**src/hw/iq_select_pkg.sv**
```systemverilog
`default_nettype none

package iq_select_pkg;

	parameter int NUM_ENTRIES = 7; // entries per queue.
	parameter int TAG_W = 5; // physical register tag.
	parameter int IDX_W = 3; // entry index.

	// ********************
	// queue entry control word
	// ********************
	// The same 21 bits come out of the ALU and LS queues.
	typedef struct packed {
		logic [TAG_W-1:0] src2_tag;
		logic src2_wait; // src2 waits on a producer tag.
		logic src2_rdy;
		logic [TAG_W-1:0] src1_tag;
		logic src1_wait;
		logic src1_rdy;
		logic [TAG_W-1:0] dst_tag;
		logic src1_none; // src1 unused, immediate.
		logic issued;
	} iq_entry_t;

	// ********************
	// select result
	// ********************
	typedef struct packed {
		logic valid;
		logic [IDX_W-1:0] idx;
		logic [TAG_W-1:0] tag; // dst tag of the picked entry.
	} grant_t;

endpackage

`default_nettype wire

```
**src/hw/wakeup_match.sv**
```systemverilog
`timescale 1ns/1ps
`default_nettype none

module wakeup_match #(
	parameter int NUM_ENTRIES = iq_select_pkg::NUM_ENTRIES
)(
	input wire iq_select_pkg::iq_entry_t entries [NUM_ENTRIES],
	input wire iq_select_pkg::grant_t bcast0,
	input wire iq_select_pkg::grant_t bcast1,
	output logic [NUM_ENTRIES-1:0] ready,
	output logic [1:0] wakeup [NUM_ENTRIES]
);
	import iq_select_pkg::*;

	// an invalid grant never matches, even on tag zero.
	function automatic logic tag_hit(
		input logic [TAG_W-1:0] tag,
		input grant_t b0,
		input grant_t b1
	);
		return (b0.valid && (tag == b0.tag)) || (b1.valid && (tag == b1.tag));
	endfunction

	// ********************
	// readiness
	// ********************
	always_comb begin
		for (int i = 0; i < NUM_ENTRIES; i++) begin
			ready[i] = !entries[i].issued && entries[i].src2_rdy
				&& (entries[i].src1_rdy || entries[i].src1_none);
		end
	end

	// ********************
	// operand wakeup
	// ********************
	// Kept apart from the ready vector, which feeds the picker that drives bcast.
	always_comb begin
		for (int i = 0; i < NUM_ENTRIES; i++) begin
			wakeup[i][1] = entries[i].src2_rdy || entries[i].issued
				|| (entries[i].src2_wait && tag_hit(entries[i].src2_tag, bcast0, bcast1));
			wakeup[i][0] = entries[i].src1_rdy || entries[i].src1_none || entries[i].issued
				|| (entries[i].src1_wait && tag_hit(entries[i].src1_tag, bcast0, bcast1));
		end
	end

endmodule

`default_nettype wire

```
**src/hw/pick_one.sv**
```systemverilog
`timescale 1ns/1ps
`default_nettype none

module pick_one #(
	parameter int NUM_ENTRIES = iq_select_pkg::NUM_ENTRIES
)(
	input wire iq_select_pkg::iq_entry_t entries [NUM_ENTRIES],
	input wire [NUM_ENTRIES-1:0] ready,
	output iq_select_pkg::grant_t grant
);
	import iq_select_pkg::*;

	// ********************
	// priority scan
	// ********************
	// Walk from the top down, so the lowest ready index is written last.
	always_comb begin
		grant = '0; // no ready entry, all zero.
		for (int i = NUM_ENTRIES - 1; i >= 0; i--) begin
			if (ready[i]) begin
				grant.valid = 1'b1;
				grant.idx = IDX_W'(i);
				grant.tag = entries[i].dst_tag; // tag mux.
			end
		end
	end

endmodule

`default_nettype wire

```
**src/hw/pick_two.sv**
```systemverilog
`timescale 1ns/1ps
`default_nettype none

module pick_two #(
	parameter int NUM_ENTRIES = iq_select_pkg::NUM_ENTRIES
)(
	input wire iq_select_pkg::iq_entry_t entries [NUM_ENTRIES],
	input wire [NUM_ENTRIES-1:0] ready,
	output iq_select_pkg::grant_t grant0,
	output iq_select_pkg::grant_t grant1
);

	logic [NUM_ENTRIES-1:0] ready_hi; // entries above grant0.

	pick_one #(
		.NUM_ENTRIES(NUM_ENTRIES)
	) u_pick0 (
		.entries(entries),
		.ready(ready),
		.grant(grant0)
	);

	// ********************
	// mask for the second pick
	// ********************
	always_comb begin
		ready_hi = ready;
		for (int i = 0; i < NUM_ENTRIES; i++) begin
			if (grant0.valid && (i <= int'(grant0.idx))) begin
				ready_hi[i] = 1'b0;
			end
		end
	end

	pick_one #(
		.NUM_ENTRIES(NUM_ENTRIES)
	) u_pick1 (
		.entries(entries),
		.ready(ready_hi),
		.grant(grant1)
	);

	always_comb begin
		if (grant0.valid && grant1.valid) begin
			assert final (grant0.idx < grant1.idx)
				else $error("pick_two: grants out of order %0d, %0d.", grant0.idx, grant1.idx);
		end
	end

endmodule

`default_nettype wire

```
**src/hw/issue_stage.sv**
```systemverilog
`timescale 1ns/1ps
`default_nettype none

module issue_stage (
	input wire clk,
	input wire rst,
	input wire iq_select_pkg::grant_t alu_pick0,
	input wire iq_select_pkg::grant_t alu_pick1,
	input wire iq_select_pkg::grant_t ls_pick,
	output iq_select_pkg::grant_t alu_issue0,
	output iq_select_pkg::grant_t alu_issue1,
	output iq_select_pkg::grant_t ls_issue
);

	// ********************
	// issue registers
	// ********************
	// One set of selections in flight, no stall.
	always_ff @(posedge clk) begin
		if (rst) begin
			alu_issue0 <= '0;
			alu_issue1 <= '0;
			ls_issue <= '0;
		end else begin
			alu_issue0 <= alu_pick0;
			alu_issue1 <= alu_pick1; // second alu port.
			ls_issue <= ls_pick;
		end
	end

	// ********************
	// checks
	// ********************
	// ALU port 1 only fires alongside port 0.
	a_alu_order: assert property (
		@(posedge clk) alu_issue1.valid |-> alu_issue0.valid
	) else $error("issue_stage: alu_issue1 valid without alu_issue0.");

	// ALU ports carry distinct entries in ascending order.
	a_alu_idx: assert property (
		@(posedge clk) (alu_issue0.valid && alu_issue1.valid)
			|-> (alu_issue0.idx < alu_issue1.idx)
	) else $error("issue_stage: alu issue indices %0d, %0d out of order.",
		alu_issue0.idx, alu_issue1.idx);

endmodule

`default_nettype wire

```
**src/hw/iq_select.sv**
```systemverilog
`timescale 1ns/1ps
`default_nettype none

module iq_select #(
	parameter int NUM_ENTRIES = iq_select_pkg::NUM_ENTRIES
)(
	input wire clk,
	input wire rst,
	input wire iq_select_pkg::iq_entry_t alu_entries [NUM_ENTRIES],
	input wire iq_select_pkg::iq_entry_t ls_entries [NUM_ENTRIES],
	output logic [1:0] alu_wakeup [NUM_ENTRIES],
	output logic [1:0] ls_wakeup [NUM_ENTRIES],
	output iq_select_pkg::grant_t alu_issue0,
	output iq_select_pkg::grant_t alu_issue1,
	output iq_select_pkg::grant_t ls_issue
);
	import iq_select_pkg::*;

	logic [NUM_ENTRIES-1:0] alu_ready;
	logic [NUM_ENTRIES-1:0] ls_ready;

	grant_t alu_pick0; // also wakeup broadcast 0.
	grant_t alu_pick1; // also wakeup broadcast 1.
	grant_t ls_pick;

	// ********************
	// ALU queue
	// ********************
	wakeup_match #(
		.NUM_ENTRIES(NUM_ENTRIES)
	) u_alu_wake (
		.entries(alu_entries),
		.bcast0(alu_pick0),
		.bcast1(alu_pick1),
		.ready(alu_ready),
		.wakeup(alu_wakeup)
	);

	pick_two #(
		.NUM_ENTRIES(NUM_ENTRIES)
	) u_alu_pick (
		.entries(alu_entries),
		.ready(alu_ready),
		.grant0(alu_pick0),
		.grant1(alu_pick1)
	);

	// ********************
	// LS queue
	// ********************
	// Only ALU results wake operands, in this queue as well.
	wakeup_match #(
		.NUM_ENTRIES(NUM_ENTRIES)
	) u_ls_wake (
		.entries(ls_entries),
		.bcast0(alu_pick0),
		.bcast1(alu_pick1),
		.ready(ls_ready),
		.wakeup(ls_wakeup)
	);

	pick_one #(
		.NUM_ENTRIES(NUM_ENTRIES)
	) u_ls_pick (
		.entries(ls_entries),
		.ready(ls_ready),
		.grant(ls_pick)
	);

	issue_stage u_issue (
		.clk(clk),
		.rst(rst),
		.alu_pick0(alu_pick0),
		.alu_pick1(alu_pick1),
		.ls_pick(ls_pick),
		.alu_issue0(alu_issue0),
		.alu_issue1(alu_issue1),
		.ls_issue(ls_issue)
	);

endmodule

`default_nettype wire

```
**config.mk**
```make
export PLATFORM = sky130hd
export DESIGN_NAME = iq_select
export DESIGN_NICKNAME = d
export VERILOG_FILES = /design/src/hw/iq_select_pkg.sv /design/src/hw/wakeup_match.sv /design/src/hw/pick_one.sv /design/src/hw/pick_two.sv /design/src/hw/issue_stage.sv /design/src/hw/iq_select.sv
export SDC_FILE = /design/constraint.sdc
export NUM_CORES = 1
export LEC_CHECK = 0
export ABC_AREA = 0
export BUFFER_PORTS_ARGS = -buffer_cell sky130_fd_sc_hd__buf_2
export CORE_MARGIN = 4
export CORE_UTILIZATION = 30
export DETAILED_ROUTE_END_ITERATION = 7
export HOLD_SLACK_MARGIN = 0.12
export PLACE_DENSITY_LB_ADDON = 0.2
export REMOVE_ABC_BUFFERS = 1
export SLEW_MARGIN = 0
export SYNTH_ARGS = -nofsm -noshare
export SYNTH_HDL_FRONTEND = slang
export SYNTH_SLANG_ARGS = --single-unit
```
**constraint.sdc**
```tcl
create_clock -name clk -period 4.6 [get_ports clk]
set_clock_uncertainty 0.15 [all_clocks]
set_input_delay 0.92 -clock clk [delete_from_list [all_inputs] [get_ports clk]]
set_output_delay 0.92 -clock clk [all_outputs]
set_load 0.01 [all_outputs]
```
==> results <==
- The number of iterations in the first detailed-routing pass is 7.
- The floorplan step set the die height to 159 um.
- The portion of synthesized cell area occupied by the leading cell type is 18.6%.
- The power consumption is 2.04 mW.
- Of the total power, the share spent switching nets is 45.8%.
- The count of vias placed by the detailed router is 9502.
- In this run, synthesis inferred 0 flip-flops with an integrated enable.
- The synthesized instance count is 935.
- Entering global routing, the biggest net connects 28 pins.
- In this run the worst path has a maximum fanout of 11.
- The worst pin sits at a relative slew slack of 22.9%.
- Setup repair after global routing could not meet its margin everywhere.
- Setup total negative slack on the finished layout was measured at -0.00974 ns.
- The initial antenna violation count was 2.
- The average wire per standard cell is 22.2 um.
- The required time at the endpoint of the critical path is 3.53 ns.
- TritonCTS built the clock tree.
- The DRC marker count from the first detailed-route iteration is 805.
- Summing the sequential cell areas from Yosys gives 7.90% of the chip area.
- The first global-routing pass estimated 54100 um of wire.
- The non-filler instance count after layout is 1663.
- The number of hold violations in the final report is 0.
- The final layout contains routed wiring with a total length of 36900 um.
- The time the worst path needs with I/O delays and setup is 4.61 ns.
- The run finished, with violations left.
- After synthesis, the share of flip-flops with an asynchronous set or reset is 0%.
- In this run, the combinational gates consume 76.4% of the power.
- In this run the number of H-tree levels came out at 1.
- Global routing used 26.5% of the available tracks.
- The launching element type of the critical path is an input pin.
- The standby leakage power is 4.48 nW.
- The count of buffers inserted at the top-level ports is 350.
- Fill cells in the final layout number 2240.
- The number of slew-limit violations in the final report is 0.
- Once routing completed, OpenROAD measured the worst setup slack at -0.00974 ns.
- The internal portion of the total power is 1.10 mW.
- The final period utilization is 100%.
- Max-cap violations in this run came to 0.
- The post-CTS clock slew at the launch and capture registers of the worst setup and hold paths is 0.08 ns.
- After detailed routing, the number of vias per cell comes to 5.71.
- Yosys attributes the largest share of cell area to sky130_fd_sc_hd__xnor2_1 (19%), sky130_fd_sc_hd__xor2_1 (9.5%), sky130_fd_sc_hd__dfxtp_1 (7.9%), sky130_fd_sc_hd__o21ai_0 (4.8%), sky130_fd_sc_hd__nor3_1 (4.3%).
- For the worst setup path, the data arrival time is 3.54 ns.
- The leading cell type in the layout, fill and taps excluded is sky130_fd_sc_hd__buf_2.
- In this run the power spent charging and discharging nets is 933 uW.
- The sequential power share is 12.7%.
- The total overflow left after global routing is 0.
- The final reports fail on negative setup slack.
- After synthesis the netlist holds a flip-flop and latch count of 27.
- The worst-case clock buffer depth is 2.
- The floorplan has 54 rows.
- STA classifies the critical path endpoint as an output pin.
- In this run the worst setup path begins at alu_entries[85].
- The post-route netlist has 42.7% of its cells at a drive strength greater than 1.
- The number of nets in the layout is 1679.
- CTS saw 27 sinks.
- The clock network fraction of design power is 10.9%.
- The type of the tightest min-delay check is input pin to flop.
- The final antenna-violating net count is 0.
- The via count of the first global-routing pass came to 9422.
- The cell area that synthesis handed to floorplanning was 0.00684 mm2.
- The critical path is of the input pin to output pin type.
- The hold buffer count at CTS is 0.
- The primary flip-flop cell chosen by synthesis mapping is sky130_fd_sc_hd__dfxtp_1.
- The post-route DRC violation count is 0.
- The floorplan step defined a die boundary enclosing 0.0253 mm2.
- The count of pins on the block boundary is 351.
- The final setup violation count is 1.
- The upper clock frequency limit is 0.217 GHz.
- The number of buffers added by the clock tree synthesis step is 3.
- The library cells used most frequently in the layout, excluding fill and tap cells, are sky130_fd_sc_hd__buf_2 (350), sky130_fd_sc_hd__xnor2_1 (144), sky130_fd_sc_hd__buf_4 (134).
- After synthesis, the mean cell area works out to 7.32 um2.
- Routability-driven placement finished with a final weighted congestion of 1.02.
- The area growth from synthesis to layout is 53.6%.
- The initial utilization of the core area, before any placement, comes to 31.0%.
- The count of warnings emitted by yosys is 0.
- The tree is rooted in a sky130_fd_sc_hd__clkbuf_16.
- The placement-stage worst setup slack is -0.136 ns.
- After detailed placement, the design holds a cell count of 1640.
- The floorplan step defined a core boundary enclosing 0.0221 mm2.
- Detailed placement ended at an HPWL of 29600 um.
- Across the VDD grid, the largest voltage drop is 132 uV.
- The critical path ends at ls_wakeup[12].
- At the pin with the least slew margin, the transition time is 1.15 ns.
- The cell type with the highest aggregate area in the netlist is sky130_fd_sc_hd__xnor2_1.
- The number of distinct standard cells referenced by the synthesized netlist is 79.
- Power spread over the standard cell area amounts to 194 mW/mm2.
- From left edge to right edge, the die measures 159 um.
==> kinds of logic (layout without fill, tap and decap cells) <==
| kind of cell | after synthesis | count (layout) | synth area share, % |
|---|---|---|---|
| AOI/OAI and AO/OA | 315 | 315 | 33.0 |
| and+or+nand+nor | 279 | 279 | 22.3 |
| xor gates and xnor gates | 221 | 221 | 28.5 |
| buffers and inverters | 79 | 526 | 6.22 |
| DFF | 27 | 27 | 7.90 |
| muxes | 13 | 13 | 1.99 |
| adders and majority gates | 1 | 1 | 0.146 |
| other | 0 | 1 | 0 |
==> worst max-delay path, stage by stage <==
cell and delay [ns]:
sky130_fd_sc_hd__buf_2 0.10, sky130_fd_sc_hd__buf_4 0.13, sky130_fd_sc_hd__nor2_4 0.20, sky130_fd_sc_hd__o22ai_4 0.16
sky130_fd_sc_hd__buf_12 0.15, sky130_fd_sc_hd__o21ai_0 0.36, sky130_fd_sc_hd__a32oi_4 0.21, sky130_fd_sc_hd__a211oi_4 0.31
sky130_fd_sc_hd__buf_12 0.17, sky130_fd_sc_hd__buf_16 0.17, sky130_fd_sc_hd__xnor2_1 0.12, sky130_fd_sc_hd__and3_1 0.16
sky130_fd_sc_hd__a41o_1 0.21, sky130_fd_sc_hd__buf_2 0.14
==> repair_timing <==
action,in CTS,in global routing
resized for setup,15,45
buffers inserted,4,12
endpoints found under the setup margin,28,28
pin swaps,2,5
gates cloned,0,2
==> flip-flops by register name (all words and copies together) (netlist names) <==
signal	count
u_issue.alu_issue0	9
u_issue.alu_issue1	9
u_issue.ls_issue	9
==> layout make-up <==
type                    count  area [um2]  area share (%)
clock buffers               3        75.1           0.714
clock inverters             1        7.51          0.0714
multi-input cells         829        6220            59.2
well taps                 280         350            3.33
flip-flops and latches     27         541            5.14
diodes                      1        2.50          0.0238
repair buffers            512        3270            31.1
inverters                  10        37.5           0.357
==> power groups by stage <==
stage	logic [mW]	registers [mW]	clock network (mW)
after floorplan	0.752	0.276	0
after global placement	1.46	0.265	0
after detailed placement	1.46	0.265	0
after CTS	1.48	0.259	0.223
after global routing	1.66	0.261	0.234
final	1.56	0.259	0.221
==> routing by layer <==
layer  part of all wire [%]  vias to the layer above  track usage, %  wire length [um]
met5                  0.022                        -               0                 8
met4                    3.5                        2            9.63              1290
met3                    9.1                       81            4.56              3350
met2                     47                      568            44.7             17200
met1                     41                     4420            34.1             15000
li1                       -                     4431               -                 -
==> worst min path at each step <==
stage                         start                     to  cells past startpoint
floorplan                       rst  u_issue.alu_issue0[8]                      1
global placement    ls_entries[130]    u_issue.ls_issue[2]                      3
detailed placement  ls_entries[130]    u_issue.ls_issue[2]                      3
CTS                 ls_entries[130]    u_issue.ls_issue[2]                      3
global route        ls_entries[130]    u_issue.ls_issue[2]                      3
finish              ls_entries[132]    u_issue.ls_issue[4]                      3
==> synthesized netlist by cell type, drive strengths merged, types with 5 or more instances <==
| master | instances |
|---|---|
| buf | 45 |
| nor3 | 61 |
| a31oi | 12 |
| o22ai | 7 |
| mux2i | 8 |
| nor2 | 53 |
| o2111ai | 10 |
| or2 | 11 |
| a22oi | 9 |
| a211oi | 8 |
| a311oi | 7 |
| o211ai | 30 |
| clkbuf | 24 |
| inv | 10 |
| nand3 | 37 |
| a21oi | 46 |
| mux2 | 5 |
| nand2 | 27 |
| nand2b | 9 |
| nand4 | 10 |
| dfxtp | 27 |
| a311o | 23 |
| xor2 | 74 |
| a41o | 25 |
| xnor2 | 147 |
| and3 | 37 |
| nor4 | 7 |
| nor2b | 12 |
| a2111oi | 8 |
| o21ai | 90 |
==> per-stage QoR <==
step	hold slack, ns	utilization [%]	instance area [um2]
3_5_place_dp	1.04	45.1	9970
6_report	0.752	47.6	10500
3_3_place_gp	1.03	45.1	9970
2_1_floorplan	0.839	-	6450
4_1_cts	0.752	45.9	10100
5_1_grt	0.775	47.6	10500
Power figures use the tool's default switching activity.
